<file path="src/logic/gameGeomPkg.sv">
package gameGeomPkg;

	// Visible screen in pixels.
	localparam int SCREEN_W = 640;
	localparam int SCREEN_H = 480;

	// Positions and speeds are kept in 1/64 pixel units.
	localparam int FIXED_SCALE = 64;

	localparam int BALL_SIZE = 16;

	localparam int FLIPPER_W = 64;
	localparam int FLIPPER_H = 8;
	localparam int FLIPPER_Y = 440; // Fixed row.

	// Obstacle rectangle, top-left corner and size.
	localparam int OBST_X = 288;
	localparam int OBST_Y = 160;
	localparam int OBST_W = 64;
	localparam int OBST_H = 32;

endpackage

</file>
<file path="src/logic/objectPkg.sv">
package objectPkg;

	// Top-left pixel of a screen object.
	typedef struct packed {
		logic signed [10:0] x;
		logic signed [10:0] y;
	} objectPos;

	// Fixed-point units per frame.
	typedef struct packed {
		logic signed [15:0] x;
		logic signed [15:0] y;
	} ballVelocity;

	typedef struct packed {
		logic borderTop;
		logic borderLeft;
		logic borderRight;
		logic flipper;
		logic obstacle;
		logic [3:0] hitEdge; // Obstacle side struck as left, top, right, bottom from bit 3.
	} collisionFlags;

	typedef struct packed {
		ballVelocity startVel;
		logic pause;
	} levelSettings;

	// Register values after reset.
	localparam levelSettings LEVEL_DEFAULTS = '{
		startVel: '{x: 16'sd0, y: -16'sd128},
		pause: 1'b0
	};

endpackage

</file>
<file path="src/logic/frameTicker.sv">
`timescale 1ns/1ps

module frameTicker #(
	parameter int FRAME_CYCLES = 16
) (
	input logic clk,
	input logic resetN,
	output logic startOfFrame
);

	localparam int CNT_W = $clog2(FRAME_CYCLES);
	localparam logic [CNT_W-1:0] LAST = CNT_W'(FRAME_CYCLES - 1);

	logic [CNT_W-1:0] count;

	always_ff @(posedge clk or negedge resetN) begin
		if (!resetN) begin
			count <= '0;
			startOfFrame <= 1'b0;
		end else begin
			count <= (count == LAST) ? '0 : count + 1'b1;
			startOfFrame <= (count == LAST); // Stand-in for vertical sync.
		end
	end

	frameSingleCycle: assert property (@(posedge clk) disable iff (!resetN)
		startOfFrame |=> !startOfFrame);

endmodule

</file>
<file path="src/logic/levelConfig.sv">
`timescale 1ns/1ps

module levelConfig
	import objectPkg::*;
(
	input logic clk,
	input logic resetN,
	input logic cfgWrite,
	input logic [1:0] cfgAddr,
	input logic [15:0] cfgData,
	output levelSettings settings,
	output logic levelReset
);

	always_ff @(posedge clk or negedge resetN) begin
		if (!resetN) begin
			settings <= LEVEL_DEFAULTS;
		end else if (cfgWrite) begin
			case (cfgAddr)
				2'd0: settings.startVel.x <= signed'(cfgData);
				2'd1: settings.startVel.y <= signed'(cfgData);
				2'd2: settings.pause <= cfgData[0];
				default: ; // Address 3 only restarts.
			endcase
		end
	end

	// Restart pulse one cycle after the write.
	always_ff @(posedge clk or negedge resetN) begin
		if (!resetN)
			levelReset <= 1'b0;
		else
			levelReset <= cfgWrite && (cfgAddr == 2'd3);
	end

endmodule

</file>
<file path="src/logic/flipperController.sv">
`timescale 1ns/1ps

module flipperController
	import gameGeomPkg::*, objectPkg::*;
#(
	parameter int FLIPPER_STEP = 4
) (
	input logic clk,
	input logic resetN,
	input logic keyLeft,
	input logic keyRight,
	input logic startOfFrame,
	input logic levelReset,
	output objectPos flipperPos,
	output logic signed [15:0] flipperSpeedX
);

	localparam logic signed [10:0] MAX_X = 11'(SCREEN_W - FLIPPER_W);
	localparam logic signed [10:0] CENTER_X = 11'((SCREEN_W - FLIPPER_W) / 2);
	localparam logic signed [10:0] STEP = 11'(FLIPPER_STEP);
	localparam logic signed [15:0] SPEED = 16'(FLIPPER_STEP * FIXED_SCALE);

	logic signed [10:0] posX;
	logic moveLeft;
	logic moveRight;

	assign moveLeft = keyLeft && !keyRight;
	assign moveRight = keyRight && !keyLeft;

	always_ff @(posedge clk or negedge resetN) begin
		if (!resetN) begin
			posX <= CENTER_X;
		end else if (levelReset) begin
			posX <= CENTER_X;
		end else if (startOfFrame) begin
			if (moveLeft)
				posX <= (posX < STEP) ? 11'sd0 : posX - STEP; // Stop at left edge.
			else if (moveRight)
				posX <= (posX > MAX_X - STEP) ? MAX_X : posX + STEP;
		end
	end

	assign flipperPos = '{x: posX, y: 11'(FLIPPER_Y)};

	// Fixed-point speed handed to the ball on a hit.
	assign flipperSpeedX = moveLeft ? -SPEED : (moveRight ? SPEED : 16'sd0);

	flipperOnScreen: assert property (@(posedge clk) disable iff (!resetN)
		(flipperPos.x >= 0) && (flipperPos.x <= MAX_X));

endmodule

</file>
<file path="src/logic/collisionDetector.sv">
`timescale 1ns/1ps

module collisionDetector
	import gameGeomPkg::*, objectPkg::*;
(
	input logic clk,
	input logic resetN,
	input objectPos ballPos,
	input objectPos flipperPos,
	input logic startOfFrame,
	input logic levelReset,
	output collisionFlags collisions,
	output logic obstacleAlive
);

	localparam logic signed [11:0] BS = 12'(BALL_SIZE);
	localparam logic signed [11:0] FW = 12'(FLIPPER_W);
	localparam logic signed [11:0] FH = 12'(FLIPPER_H);
	localparam logic signed [11:0] OX = 12'(OBST_X);
	localparam logic signed [11:0] OY = 12'(OBST_Y);
	localparam logic signed [11:0] OW = 12'(OBST_W);
	localparam logic signed [11:0] OH = 12'(OBST_H);
	localparam logic signed [11:0] RIGHT_X = 12'(SCREEN_W);

	logic signed [11:0] bx, by, fx, fy;
	logic signed [11:0] depthL, depthT, depthR, depthB;
	logic hitObst;
	logic [3:0] edgeSel;
	collisionFlags nextFlags;

	always_comb begin
		bx = 12'(ballPos.x);
		by = 12'(ballPos.y);
		fx = 12'(flipperPos.x);
		fy = 12'(flipperPos.y);

		// How far the ball reaches past each obstacle side.
		depthL = bx + BS - OX;
		depthR = OX + OW - bx;
		depthT = by + BS - OY;
		depthB = OY + OH - by;

		// One-cycle flag, then the obstacle is gone.
		hitObst = obstacleAlive && !collisions.obstacle &&
			(depthL > 0) && (depthR > 0) && (depthT > 0) && (depthB > 0);

		// Shallowest side is where the ball came in.
		if ((depthL <= depthR) && (depthL <= depthT) && (depthL <= depthB))
			edgeSel = 4'b1000;
		else if ((depthR <= depthT) && (depthR <= depthB))
			edgeSel = 4'b0010;
		else if (depthT <= depthB)
			edgeSel = 4'b0100;
		else
			edgeSel = 4'b0001;

		nextFlags.borderTop = (by <= 0);
		nextFlags.borderLeft = (bx <= 0);
		nextFlags.borderRight = (bx + BS >= RIGHT_X);
		nextFlags.flipper = (bx < fx + FW) && (bx + BS > fx) &&
			(by < fy + FH) && (by + BS > fy);
		nextFlags.obstacle = hitObst;
		nextFlags.hitEdge = hitObst ? edgeSel : 4'b0000;
	end

	always_ff @(posedge clk or negedge resetN) begin
		if (!resetN) begin
			collisions <= '0;
			obstacleAlive <= 1'b1;
		end else if (levelReset) begin
			collisions <= '0;
			obstacleAlive <= 1'b1;
		end else begin
			// Positions move on this edge, so the old flags are dropped.
			collisions <= startOfFrame ? '0 : nextFlags;
			if (collisions.obstacle)
				obstacleAlive <= 1'b0;
		end
	end

	edgeMatchesFlag: assert property (@(posedge clk) disable iff (!resetN)
		(collisions.hitEdge != 4'b0000) == collisions.obstacle);

endmodule

</file>
<file path="src/logic/ballController.sv">
`timescale 1ns/1ps

module ballController
	import gameGeomPkg::*, objectPkg::*;
#(
	parameter int INITIAL_X = 312,
	parameter int INITIAL_Y = 300
) (
	input logic clk,
	input logic resetN,
	input logic startOfFrame,
	input logic levelReset,
	input collisionFlags collisions,
	input logic signed [15:0] flipperSpeedX,
	input levelSettings settings,
	output objectPos ballPos,
	output logic obstacleHit
);

	localparam logic signed [21:0] START_X = 22'(INITIAL_X * FIXED_SCALE);
	localparam logic signed [21:0] START_Y = 22'(INITIAL_Y * FIXED_SCALE);
	localparam logic signed [21:0] SCALE = 22'(FIXED_SCALE);

	logic signed [21:0] posFixX, posFixY;
	logic signed [21:0] pixX, pixY;
	logic signed [15:0] speedX, speedY;
	logic lockX, lockY; // One reversal per axis per frame.
	logic revY, revObstY, revX, revObstX, gainFlip;
	logic obstRevQ;
	logic hitInFrame;

	always_comb begin
		revY = (collisions.borderTop && speedY < 0) || (collisions.flipper && speedY > 0);
		revObstY = collisions.obstacle &&
			((collisions.hitEdge[0] && speedY < 0) || (collisions.hitEdge[2] && speedY > 0));
		revX = (collisions.borderLeft && speedX < 0) || (collisions.borderRight && speedX > 0);
		revObstX = collisions.obstacle &&
			((collisions.hitEdge[1] && speedX < 0) || (collisions.hitEdge[3] && speedX > 0));
		gainFlip = collisions.flipper && speedY > 0;
	end

	always_ff @(posedge clk or negedge resetN) begin
		if (!resetN) begin
			posFixY <= START_Y;
			speedY <= LEVEL_DEFAULTS.startVel.y;
			lockY <= 1'b0;
		end else if (levelReset) begin
			posFixY <= START_Y;
			speedY <= settings.startVel.y;
			lockY <= 1'b0;
		end else if (!settings.pause) begin
			if (!lockY && (revY || revObstY)) begin
				speedY <= -speedY;
				lockY <= 1'b1;
			end
			if (startOfFrame) begin
				posFixY <= posFixY + speedY;
				lockY <= 1'b0;
			end
		end
	end

	always_ff @(posedge clk or negedge resetN) begin
		if (!resetN) begin
			posFixX <= START_X;
			speedX <= LEVEL_DEFAULTS.startVel.x;
			lockX <= 1'b0;
		end else if (levelReset) begin
			posFixX <= START_X;
			speedX <= settings.startVel.x;
			lockX <= 1'b0;
		end else if (!settings.pause) begin
			if (!lockX) begin
				if (revX || revObstX) begin
					speedX <= -speedX;
					lockX <= 1'b1;
				end else if (gainFlip) begin
					speedX <= speedX + flipperSpeedX; // Flipper drags the ball.
					lockX <= 1'b1;
				end
			end
			if (startOfFrame) begin
				posFixX <= posFixX + speedX;
				lockX <= 1'b0;
			end
		end
	end

	// Obstacle reversals that actually took effect.
	always_ff @(posedge clk or negedge resetN) begin
		if (!resetN) begin
			obstRevQ <= 1'b0;
			obstacleHit <= 1'b0;
			hitInFrame <= 1'b0;
		end else if (levelReset) begin
			obstRevQ <= 1'b0;
			obstacleHit <= 1'b0;
			hitInFrame <= 1'b0;
		end else begin
			obstRevQ <= !settings.pause &&
				((!lockY && !revY && revObstY) || (!lockX && !revX && revObstX));
			obstacleHit <= obstRevQ && !hitInFrame;
			if (obstRevQ)
				hitInFrame <= 1'b1;
			else if (startOfFrame)
				hitInFrame <= 1'b0;
		end
	end

	// Truncates toward zero.
	assign pixX = posFixX / SCALE;
	assign pixY = posFixY / SCALE;
	assign ballPos = '{x: pixX[10:0], y: pixY[10:0]};

	hitSingleCycle: assert property (@(posedge clk) disable iff (!resetN)
		obstacleHit |=> !obstacleHit);

endmodule

</file>
<file path="src/logic/breakoutCore.sv">
`timescale 1ns/1ps

module breakoutCore
	import objectPkg::*;
#(
	parameter int FRAME_CYCLES = 16,
	parameter int INITIAL_X = 312,
	parameter int INITIAL_Y = 300,
	parameter int FLIPPER_STEP = 4
) (
	input logic clk,
	input logic resetN,
	input logic keyLeft,
	input logic keyRight,
	input logic cfgWrite,
	input logic [1:0] cfgAddr,
	input logic [15:0] cfgData,
	output objectPos ballPos,
	output objectPos flipperPos,
	output logic obstacleHit,
	output logic obstacleAlive
);

	logic startOfFrame;
	logic levelReset;
	logic signed [15:0] flipperSpeedX;
	levelSettings settings;
	collisionFlags collisions;

	frameTicker #(.FRAME_CYCLES(FRAME_CYCLES)) frameTicker0 (
		.clk, .resetN, .startOfFrame
	);

	levelConfig levelConfig0 (
		.clk, .resetN, .cfgWrite, .cfgAddr, .cfgData, .settings, .levelReset
	);

	flipperController #(.FLIPPER_STEP(FLIPPER_STEP)) flipperController0 (
		.clk, .resetN, .keyLeft, .keyRight, .startOfFrame, .levelReset,
		.flipperPos, .flipperSpeedX
	);

	collisionDetector collisionDetector0 (
		.clk, .resetN, .ballPos, .flipperPos, .startOfFrame, .levelReset,
		.collisions, .obstacleAlive
	);

	ballController #(.INITIAL_X(INITIAL_X), .INITIAL_Y(INITIAL_Y)) ballController0 (
		.clk, .resetN, .startOfFrame, .levelReset, .collisions, .flipperSpeedX,
		.settings, .ballPos, .obstacleHit
	);

endmodule

</file>
<file path="config.mk">
export PLATFORM = sky130hd
export DESIGN_NAME = breakoutCore
export DESIGN_NICKNAME = d
export VERILOG_FILES = /design/src/logic/gameGeomPkg.sv /design/src/logic/objectPkg.sv /design/src/logic/frameTicker.sv /design/src/logic/levelConfig.sv /design/src/logic/flipperController.sv /design/src/logic/collisionDetector.sv /design/src/logic/ballController.sv /design/src/logic/breakoutCore.sv
export SDC_FILE = /design/constraint.sdc
export NUM_CORES = 1
export LEC_CHECK = 0
export BUFFER_PORTS_ARGS = -buffer_cell sky130_fd_sc_hd__buf_4
export CAP_MARGIN = 0
export CORE_MARGIN = 2
export CORE_UTILIZATION = 40
export CTS_CLUSTER_DIAMETER = 80
export CTS_CLUSTER_SIZE = 14
export DETAILED_ROUTE_END_ITERATION = 10
export PLACE_DENSITY = 0.56
export SLEW_MARGIN = 20
export SYNTH_ARGS = -nofsm -noshare
export SYNTH_HDL_FRONTEND = slang
export SYNTH_HIERARCHICAL = 1
export SYNTH_SLANG_ARGS = --single-unit
</file>
<file path="constraint.sdc">
create_clock -name clk -period 13.4 [get_ports clk]
set_input_delay 2.68 -clock clk [delete_from_list [all_inputs] [get_ports clk]]
set_output_delay 2.68 -clock clk [all_outputs]
set_load 0.01 [all_outputs]
</file>
# == After elaboration in Yosys (flattened, before gate mapping) ==
# Cells that the tools add are included.
# totals
output_inout_bits,46
ff_bits,141
wordCells,182
input_bits,23
# op_classes
n_reduce_logical,65
n_addsub,17
mux,46
bitwise,2
order_cmp,23
eq_ne,6
# ops
operator,n
16-bit two-way mux,9
22-bit two-way mux,6
12-bit less-or-equal comparator,6
11-bit two-way mux,6
"12-bit by 1-bit greater-than comparator with 1-bit output, second input constant",4
22-bit by 16-bit adder with 22-bit output,2
"16-bit by 1-bit greater-than comparator with 1-bit output, second input constant",2
"16-bit by 1-bit less-than comparator with 1-bit output, second input constant",2
16-bit negator,2
1-bit logical AND,31
9-bit two-way mux,3
"11-bit by 6-bit adder with 12-bit output, second input constant",2
11-bit by 1-bit adder with 11-bit output,2
"11-bit by 1-bit less-or-equal comparator with 1-bit output, second input constant",2
1-bit two-way mux,17
16-bit adder,1
4-bit two-way mux,4
2-bit AND reduction,7
"11-bit by 8-bit adder with 12-bit output, second input constant",1
"12-bit by 11-bit greater-or-equal comparator with 1-bit output, second input constant",1
"12-bit by 10-bit greater-than comparator with 1-bit output, second input constant",1
12-bit by 11-bit greater-than comparator with 1-bit output,1
11-bit by 12-bit less-than comparator with 1-bit output,1
3-bit nonzero test,4
22 further kinds,42

# == Logic depth before layout (Yosys ltp) ==
# Gate-level depths: netlist of run 1.
# logic_depth
word_depth,13
depth_mapped,24
mapped_depth_nobuf,24

# == Hierarchy ==
# The synthesis of run 1 kept the hierarchy.
# modules_own_cells
module,area_per_inst_um2,instances,seq_area_each_um2,cells_per_inst
ballController,7143.1,1,2048.2,864
collisionDetector,4195.3,1,251.5,528
levelConfig,1303.8,1,862.1,73
flipperController,1084.8,1,227.7,131
frameTicker,193.9,1,125.1,14

# == Worst setup path after synthesis of run 1 ==
# Ideal clock, no wire load.
# synth_path
path_kind,flip-flop to flip-flop
startpoint,reg ballController0.posFixY[1]
endpoint,"reg, netlist name collisionDetector0/collisions[2]"
path_slack_ns,7.917
required_ns,13.266
n_path_buf,0
period_less_slack_ns,5.483
setup_time_ns,0.134
t_arrival_ns,5.349
stages_incl_launch_ff,23
cell_sequence,dfrtp_1 -> or4_1 -> o31a_1 -> ha_1 -> ha_1 -> nand3_1 -> xnor2_1 -> inv_1 -> ha_1 -> inv_1 -> ha_1 -> nor2b_1 -> mux2i_1 -> nand2_1 -> xor2_1 -> ha_1 -> nand2_1 -> nor4b_1 -> a221oi_1 -> a41o_1 -> maj3_1 -> maj3_2 -> nor3b_2
# synth_rtl
element,line_no,rtl
"start, declared",ballController.sv:24,"logic signed [21:0] posFixX, posFixY;"
"start signal, assigned",ballController.sv:57,posFixY <= posFixY + speedY;

# == Worst setup path in the final report of run 1 ==
# layout_path
startpoint,reg ballController0.posFixY[1]
endpoint,"reg, netlist name collisionDetector0/collisions[0]"
# layout_between
elab_chain_cells,12
elab_cells_between_ends,24
classes_between,add/sub (4); order compare (7); mux (6); bitwise (1); reduce/logical (6)
# layout_lines
element,line_no,rtl
6-bit OR reduction (no line) (*),n/a,
1-bit AND (no line) (*),n/a,
11-bit by 1-bit adder with 11-bit output (no line) (*),n/a,
11-bit by 6-bit adder with 12-bit output,collisionDetector.sv:40,depthT = by + BS - OY;
12-bit by 9-bit subtractor with 12-bit output,collisionDetector.sv:40,
12-bit less-or-equal comparator (on tied branches),"collisionDetector.sv:52, collisionDetector.sv:48, collisionDetector.sv:50",
"3-bit two-way mux, or another cell as far along",collisionDetector.sv:52,else if (depthT <= depthB)
4-bit two-way mux / 1-bit logical AND (equally long branches),"collisionDetector.sv:50, collisionDetector.sv:48",
4-bit two-way mux,collisionDetector.sv:48,if ((depthL <= depthR) && (depthL <= depthT) && (depthL <= depthB))
4-bit two-way mux (*),collisionDetector.sv:63,nextFlags.hitEdge = hitObst ? edgeSel : 4'b0000;
9-bit two-way mux (*),collisionDetector.sv:75,collisions <= startOfFrame ? '0 : nextFlags;
9-bit two-way mux (*),collisionDetector.sv:70,end else if (levelReset) begin
# Mark *: on every way between the ends. The rest lies on a longest branch, timed or not.
# A chain may end at the register's enable or synchronous reset.

==> flow_metrics.env, run 1 <==
export IMPL_status="completed"
export IMPL_detailedPlacementHpwl_um=28300
export IMPL_antenna_found_initial=0
export IMPL_starting_drt_drc_count=731
export IMPL_buffer_ports_inserted=55
export IMPL_synth_cells=1610
export IMPL_timing_slew_headroom=0.3008
export IMPL_synth_top_cells_by_area="sky130_fd_sc_hd__dfrtp_1 20%, sky130_fd_sc_hd__ha_1 16%, sky130_fd_sc_hd__dfstp_2 5.5%"
export IMPL_detailroute_wirelength_met2_um=17260
export IMPL_cts_tree="yes"
export IMPL_drt_vias_per_instance=5.613
export IMPL_ys_seq_elements=139
export IMPL_post_synth_top_area_cell="sky130_fd_sc_hd__dfrtp_1"
export IMPL_die_y_um=190.6
export IMPL_i_o_pin_cnt=69
export IMPL_numCtsBuffers=17
export IMPL_routed_via_count=11872
export IMPL_first_global_vias=11623
export IMPL_routed_wl_um=37050
export IMPL_post_route_cells_drive_above_1_share=0.1470
export IMPL_critical_path_maximum_fanout=11
export IMPL_worst_r2r_cell_count=25
export IMPL_critical_path_slowest_cell="sky130_fd_sc_hd__or4_1"
export IMPL_gr_total_overflow=0
export IMPL_routedWlPerCell_um=17.52
export IMPL_timing_hold_worst_path_depth=1
export IMPL_met3RoutedLength_um=1168
export IMPL_arrival_ns=6.22
export IMPL_hold_start="ballController0/hitInFrame$_DFFE_PN0P_"
export IMPL_ys_seq_area_frac=0.2525
export IMPL_cts_root_buffer_cell="sky130_fd_sc_hd__clkbuf_16"
export IMPL_postCtsSetupRepairBufs=0
export IMPL_clk_insertion_delay_late_ns=0.42
export IMPL_critPathMostFrequentCell="sky130_fd_sc_hd__ha_1"
export IMPL_largest_net_degree_at_the_start_of_global_routing=77
export IMPL_worstMarginPinSlew_ns=1.041
export IMPL_ff2ff_setup_slack_ns=7.47
export IMPL_die_width_um=190.6
export IMPL_worstReg2RegEnd="collisionDetector0/collisions[0]$_DFF_PN0_"
export IMPL_insertedDiodeCount=0
export IMPL_r2r_start="ballController0/posFixY[1]$_DFFE_PN0P_"
export IMPL_grt_pass1_wl_um=61960
export IMPL_ant_nets=0
export IMPL_criticalPathCategory="flop to flop"
export IMPL_finalNetCount=1852
export IMPL_global_route_usage_total=0.2109
export IMPL_critical_path_top_delay_family="adder cells"
export IMPL_synth_warnings=6
export IMPL_rd_place_congestion=0.9211
export IMPL_critPathBufInv=4
export IMPL_rows=68
export IMPL_final_hold_violation_count=0
export IMPL_rsz0062_at_grt="no"
export IMPL_dieArea_um2=36310
export IMPL_max_ir_drop_vdd_uv=181.8
export IMPL_floorplan_initialDensity=0.4050
export IMPL_syn_area_per_cell_um2=8.646
export IMPL_final_min_clock_period_ns=5.932
export IMPL_ctsHtreeMaxLevel=4
export IMPL_clock_transition_time_at_the_flip_flop_clock_pins_of_the_worst_setup_and_hold_paths_ns=0.06
export IMPL_routedLengthMet1_um=18070
export IMPL_sequentialPowerShare=0.180
export IMPL_dr_pass1_iters=5
export IMPL_clk_path_buf_depth=2
export IMPL_synth_lib_cells_used_distinct=120
export IMPL_hold_path_end="ballController0/obstacleHit$_DFF_PN0_"
export IMPL_timing_clock_skew_ns=0.008717
export IMPL_fmax_mhz=168.6
export IMPL_mappedNetlistArea_um2=13920
export IMPL_fp_coreArea_um2=34370
export IMPL_critical_path_endpoint_type="flop"
export IMPL_timing_hold_worst_class="flop to flop"
export IMPL_switchingPower_w=0.002047
export IMPL_cap_violations=0
export IMPL_hold_ws_ns=0.4510
export IMPL_report_final_setup_viol=0
export IMPL_syn_to_final_growth_pct=9.401
export IMPL_setup_worst_path_start_class="flop"
export IMPL_synth_edf_count=0
export IMPL_async_flop_share=1.000
export IMPL_synth_top_area_frac=0.1977
export IMPL_combPwrFrac=0.706
export IMPL_cellInternalPower_w=0.002077
export IMPL_cts_sinks=139
export IMPL_post_cts_resize_count=0
export IMPL_power_frac_clock=0.114
export IMPL_cts_hold_fix_buffers=0
export IMPL_route_detailed_drc=0
export IMPL_yosys_most_used_dff="sky130_fd_sc_hd__dfrtp_1"
export IMPL_setup_tns_ns=0
export IMPL_powerDensity_nw_per_um2=270.8
export IMPL_longest_individual_stage_delay_on_the_worst_path_ns=0.55
export IMPL_post_route_period_util=0.4427
export IMPL_cp_data_required_time_ns=13.69
export IMPL_drv_slew=0
export IMPL_top_layer="met4"
export IMPL_leakage_nw=6.722
export IMPL_switching_share=0.4964
[sequential cells by signal, indices dropped and copies added (netlist names), 4 cells and up]
name	count
flipperController0/posX	9
ballController0/speedY	16
ballController0/posFixX	22
levelConfig0/settings	33
ballController0/speedX	16
frameTicker0/count	4
collisionDetector0/collisions	9
ballController0/posFixY	22
[layout by cell type (no fill, tap or decap), types with 11 or more instances in the layout]
| cell type | instances |
|---|---|
| sky130_fd_sc_hd__or3_1 | 22 |
| sky130_fd_sc_hd__a21o_1 | 32 |
| sky130_fd_sc_hd__ha_1 | 179 |
| sky130_fd_sc_hd__nand2b_1 | 11 |
| sky130_fd_sc_hd__o21ai_1 | 15 |
| sky130_fd_sc_hd__o21ai_0 | 90 |
| sky130_fd_sc_hd__a21oi_1 | 107 |
| sky130_fd_sc_hd__mux2_2 | 35 |
| sky130_fd_sc_hd__dfstp_2 | 29 |
| sky130_fd_sc_hd__nor4_1 | 14 |
| sky130_fd_sc_hd__nand2_1 | 136 |
| sky130_fd_sc_hd__or2_2 | 13 |
| sky130_fd_sc_hd__xor2_1 | 37 |
| sky130_fd_sc_hd__conb_1 | 21 |
| sky130_fd_sc_hd__o211ai_1 | 18 |
| sky130_fd_sc_hd__nor2b_1 | 21 |
| sky130_fd_sc_hd__and3_1 | 19 |
| sky130_fd_sc_hd__buf_4 | 73 |
| sky130_fd_sc_hd__xnor2_1 | 65 |
| sky130_fd_sc_hd__a211oi_1 | 27 |
| sky130_fd_sc_hd__nor3_1 | 34 |
| sky130_fd_sc_hd__dfrtp_1 | 109 |
| sky130_fd_sc_hd__a31oi_1 | 24 |
| sky130_fd_sc_hd__nand3_1 | 47 |
| sky130_fd_sc_hd__o22ai_1 | 15 |
| sky130_fd_sc_hd__inv_1 | 110 |
| sky130_fd_sc_hd__nand4_1 | 25 |
| sky130_fd_sc_hd__nor2_1 | 77 |
| sky130_fd_sc_hd__clkbuf_16 | 17 |
| sky130_fd_sc_hd__o21a_1 | 23 |
[metrics by stage]
step | area, µm² | setup slack (ns) | instances | total power, W | util
global placement | 14650 | 7.658 | 2083 | 0.003586 | 0.4263
floorplan | 13990 | 7.917 | 1629 | 0.002902 | -
global route | 15230 | 6.997 | 2115 | 0.004551 | 0.4431
finish | 15230 | 7.468 | 2115 | 0.004124 | 0.4431
CTS | 15230 | 7.533 | 2115 | 0.004109 | 0.4431
detailed placement | 14650 | 7.569 | 2083 | 0.003614 | 0.4263
[metal layers]
metal / track usage / vias up
met4: 0.04949 / 0
met2: 0.3450 / 207
met3: 0.02595 / 33
met5: 0 / -
li1: - / 5949
met1: 0.2960 / 5683
[worst register-to-register path, delay by kind of cell, from the launching register on]
family	cells	cell delay (ns)
buf+inv	4	0.59
xor+xnor	2	0.34
fa+ha+maj	7	2.15
flops	1	0.41
mux	1	0.29
simple gates	6	0.98
compound gates	5	1.02
[power groups by stage]
stage	Clock, W	Sequential, W	Combinational, W
2_1_floorplan	0	0.000680	0.00222
3_3_place_gp	0	0.000750	0.00284
3_5_place_dp	0	0.000753	0.00286
4_1_cts	0.000480	0.000744	0.00288
5_1_grt	0.000497	0.000767	0.00329
6_report	0.000469	0.000744	0.00291
[worst max-delay path by stage]
stage	startpoint	endpoint	slack [ns]	cells after the start
6_report	ballController0/posFixY[1]$_DFFE_PN0P_	collisionDetector0/collisions[0]$_DFF_PN0_	7.47	25
5_1_grt	ballController0/posFixY[1]$_DFFE_PN0P_	collisionDetector0/collisions[0]$_DFF_PN0_	7.00	25
4_1_cts	ballController0/posFixY[1]$_DFFE_PN0P_	collisionDetector0/collisions[0]$_DFF_PN0_	7.53	25
3_5_place_dp	ballController0/posFixY[1]$_DFFE_PN0P_	collisionDetector0/collisions[0]$_DFF_PN0_	7.57	25
3_3_place_gp	ballController0/posFixY[1]$_DFFE_PN0P_	collisionDetector0/collisions[0]$_DFF_PN0_	7.66	25
2_1_floorplan	ballController0/posFixY[1]$_DFFE_PN0P_	collisionDetector0/collisions[2]$_DFF_PN0_	7.92	22
[final cells by class]
type / instances / area, µm²
timing repair buffer: 74 / 559.3
inverter: 112 / 420.4
multi-input combinational: 1303 / 9585
tap: 455 / 569.3
clock inverter: 13 / 133.9
fill: 3456 / 19140
clock buffer: 19 / 442.9
sequential: 139 / 3518
[cell usage after synthesis (5+ instances only)]
master and n:
sky130_fd_sc_hd__buf_4 32, sky130_fd_sc_hd__nand3b_1 9, sky130_fd_sc_hd__o22ai_1 15, sky130_fd_sc_hd__or3_1 22
sky130_fd_sc_hd__nor3b_1 8, sky130_fd_sc_hd__clkbuf_1 22, sky130_fd_sc_hd__buf_1 5, sky130_fd_sc_hd__ha_1 179
sky130_fd_sc_hd__a21o_1 32, sky130_fd_sc_hd__o211ai_1 18, sky130_fd_sc_hd__a211oi_1 27, sky130_fd_sc_hd__nor4_1 14
sky130_fd_sc_hd__nor2_1 78, sky130_fd_sc_hd__mux2_2 35, sky130_fd_sc_hd__or2_2 13, sky130_fd_sc_hd__nand4_1 25
sky130_fd_sc_hd__o31a_1 7, sky130_fd_sc_hd__a21oi_1 107, sky130_fd_sc_hd__o21bai_1 8, sky130_fd_sc_hd__a31oi_1 24
sky130_fd_sc_hd__a2111oi_0 5, sky130_fd_sc_hd__and2_1 6, sky130_fd_sc_hd__buf_6 7, sky130_fd_sc_hd__nor2b_1 21
sky130_fd_sc_hd__nand2b_1 12, sky130_fd_sc_hd__a221oi_1 5, sky130_fd_sc_hd__nand3_1 47, sky130_fd_sc_hd__o21ai_0 90
sky130_fd_sc_hd__inv_1 110, sky130_fd_sc_hd__o21a_1 23, sky130_fd_sc_hd__mux2i_1 10, sky130_fd_sc_hd__and3_1 19
sky130_fd_sc_hd__xor2_1 37, sky130_fd_sc_hd__nand2_1 136, sky130_fd_sc_hd__o21ai_1 15, sky130_fd_sc_hd__xnor2_1 65
sky130_fd_sc_hd__nor3_1 34, sky130_fd_sc_hd__dfstp_2 29, sky130_fd_sc_hd__dfrtp_1 110, sky130_fd_sc_hd__o31ai_1 10
sky130_fd_sc_hd__buf_2 7
[kinds of logic (layout without fill, tap and decap cells)]
family	Yosys count	after routing	synth area share
AND/OR/NAND/NOR	489	489	0.1881
flip-flops	139	139	0.2525
XOR/XNOR	107	107	0.07083
buffers and inverters	187	218	0.06444
multiplexers	46	46	0.03631
other	2	21	0.0005395
adder cells (fa/ha/maj)	188	188	0.1699
AO/OA/AOI/OAI	452	452	0.2174
No activity file was read; power rests on OpenSTA's default activity.
==> run 2: changes to the inputs <==
PLACE_DENSITY = 0.58   (was 0.56)
clock period = 4.79 ns   (was 13.4 ns; I/O delays follow)
==> flow_metrics.env, run 2 (synthesis gave the netlist of run 1 again) <==
export IMPL_worstMarginPinSlew_ns=0.9213
export IMPL_final_hold_violation_count=0
export IMPL_criticalPathCategory="flop to flop"
export IMPL_timing_critical_path_cells="or4_4, o31a_1, ha_4, ha_4, nand3_4, xnor2_4, inv_2, ha_4, inv_4, ha_4, nor2b_1, mux2i_1, nand2_1, xor2_2, ha_1, nand2_1, nor4b_4, a221oi_2, a41o_1, maj3_2, maj3_2, nor3b_2"
export IMPL_syn_to_final_growth_pct=16.52
export IMPL_drv_slew=0
export IMPL_longest_individual_stage_delay_on_the_worst_path_ns=0.53
export IMPL_powerDensity_nw_per_um2=789.1
export IMPL_post_route_cells_drive_above_1_share=0.2129
export IMPL_routed_via_count=12248
export IMPL_i_o_pin_cnt=69
export IMPL_dr_pass1_iters=5
export IMPL_grt_pass1_wl_um=64140
export IMPL_cts_root_buffer_cell="sky130_fd_sc_hd__clkbuf_16"
export IMPL_timing_slew_headroom=0.3858
export IMPL_largest_regs="levelConfig0/settings (33), ballController0/posFixX (22), ballController0/posFixY (22)"
export IMPL_critPathMostFrequentCell="sky130_fd_sc_hd__ha_4"
export IMPL_starting_drt_drc_count=576
export IMPL_antenna_found_initial=0
export IMPL_regMostFlops="levelConfig0/settings"
export IMPL_ctsHtreeMaxLevel=4
export IMPL_dp_cells=2165
export IMPL_setup_slack_ns=-0.05476
export IMPL_cts_tree="yes"
export IMPL_insertedDiodeCount=0
export IMPL_status="finished with violations"
export IMPL_critical_path_maximum_fanout=4
export IMPL_finalNetCount=1939
export IMPL_n_fill_cell=3354
export IMPL_buffer_ports_inserted=55
export IMPL_cap_violations=0
export IMPL_clk_insertion_delay_late_ns=0.44
export IMPL_clock_transition_time_at_the_flip_flop_clock_pins_of_the_worst_setup_and_hold_paths_ns=0.07
export IMPL_report_final_setup_viol=3
export IMPL_first_global_vias=12166
export IMPL_timing_clock_skew_ns=0.02114
export IMPL_clk_path_buf_depth=2
export IMPL_rsz0062_at_grt="yes"
export IMPL_die_y_um=190.6
export IMPL_ant_nets=0
export IMPL_numCtsBuffers=17
export IMPL_die_width_um=190.6
export IMPL_fp_coreArea_um2=34370
export IMPL_critical_path_top_delay_family="adder cells"
export IMPL_arrival_ns=5.15
export IMPL_rd_place_congestion=0.8988
export IMPL_rows=68
export IMPL_multi_input_area_um2=9893
export IMPL_failed_checks="negative setup slack"
export IMPL_cts_sinks=139
export IMPL_fmax_mhz=206.4
export IMPL_floorplan_initialDensity=0.4050
export IMPL_final_min_clock_period_ns=4.845
export IMPL_post_route_period_util=1.011
export IMPL_setup_worst_path_start_class="flop"
export IMPL_critical_path_endpoint_type="flop"
export IMPL_cts_hold_fix_buffers=0
export IMPL_gr_total_overflow=0
export IMPL_dieArea_um2=36310
export IMPL_route_detailed_drc=0
export IMPL_setup_tns_ns=-0.1155
export IMPL_routedWlPerCell_um=17.37
export IMPL_max_ir_drop_vdd_uv=527.4
export IMPL_number_of_flip_flops_in_the_largest_register=33
export IMPL_largest_net_degree_at_the_start_of_global_routing=96
export IMPL_final_common_cell="sky130_fd_sc_hd__ha_1"
export IMPL_critPathBufInv=2
export IMPL_timing_hold_worst_class="flop to flop"
export IMPL_area_sequential_um2=3518
export IMPL_commonest_non_fill_non_tap_cells_in_the_layout="169 x sky130_fd_sc_hd__ha_1, 159 x sky130_fd_sc_hd__buf_4, 136 x sky130_fd_sc_hd__nand2_1, 109 x sky130_fd_sc_hd__dfrtp_1, 106 x sky130_fd_sc_hd__a21oi_1"
export IMPL_detailedPlacementHpwl_um=29940
export IMPL_global_route_usage_total=0.2178
export IMPL_drt_vias_per_instance=5.562
export IMPL_hold_ws_ns=0.4271
export IMPL_leakage_nw=7.232
export IMPL_routed_wl_um=38260
export IMPL_critical_path_slowest_cell="sky130_fd_sc_hd__or4_4"
export IMPL_fin_cells=2202
export IMPL_cp_data_required_time_ns=5.10
==> run 2: cell count changes in the layout (fill, tap and decap cells not counted), moves of 5 or more <==
cell / delta
sky130_fd_sc_hd__inv_2: +5
sky130_fd_sc_hd__buf_4: +86
sky130_fd_sc_hd__xnor2_2: +7
sky130_fd_sc_hd__ha_1: -10
sky130_fd_sc_hd__ha_4: +9
sky130_fd_sc_hd__inv_1: -6
sky130_fd_sc_hd__xnor2_1: -8
==> run 2: metal layers <==
metal,vias up,wire (µm),global-route usage
met5,-,0,0
met4,0,520,0.04681
met3,44,1133,0.02595
met2,195,18150,0.3681
met1,5882,18450,0.2984
li1,6127,-,-
==> run 2: area by class of cell <==
type / count / share of cell area
multi-input combinational: 1303 / 0.6099
timing repair buffer: 161 / 0.07498
inverter: 112 / 0.02607
tap: 455 / 0.03510
clock inverter: 15 / 0.01080
clock buffer: 17 / 0.02623
sequential: 139 / 0.2169
==> run 2: final timing paths <==
path	start	end	slack, ns	cells after the start
hold reg to reg	ballController0/hitInFrame$_DFFE_PN0P_	ballController0/obstacleHit$_DFF_PN0_	0.43	1
min in group asynchronous	resetN	flipperController0/posX[2]$_DFFE_PN0P_	0.59	1
hold / removal	ballController0/hitInFrame$_DFFE_PN0P_	ballController0/obstacleHit$_DFF_PN0_	0.43	1
max in group asynchronous	resetN	levelConfig0/settings[14]$_DFFE_PN1P_	3.19	2
setup / recovery	ballController0/posFixY[1]$_DFFE_PN0P_	collisionDetector0/collisions[2]$_DFF_PN0_	-0.05	22
setup reg to reg	ballController0/posFixY[1]$_DFFE_PN0P_	collisionDetector0/collisions[2]$_DFF_PN0_	-0.05	22
==> run 2: repair_timing <==
action,4_1_cts,5_1_grt
setup endpoints to repair,4,5
pin swaps,15,5
gates cloned,0,0
resized for setup,15,12
buffers inserted,3,2
==> run 2: stage by stage <==
step                setup slack (ns)  utilization  area [µm²]  power, W
floorplan                  -0.009884            -       14160  0.008290
global placement            -0.07365       0.4490       15430   0.01086
detailed placement           -0.1190       0.4490       15430   0.01102
CTS                        0.0001474       0.4692       16130   0.01253
global route                 -0.2673       0.4719       16220   0.01403
finish                      -0.05476       0.4719       16220   0.01280
==> run 2: report_power, final <==
group / leakage, nW / internal (W) / switching, W
combinational: 5.24 / 0.00430 / 0.00506
clock: 0.294 / 0.000747 / 0.000602
sequential: 1.69 / 0.00158 / 0.000516
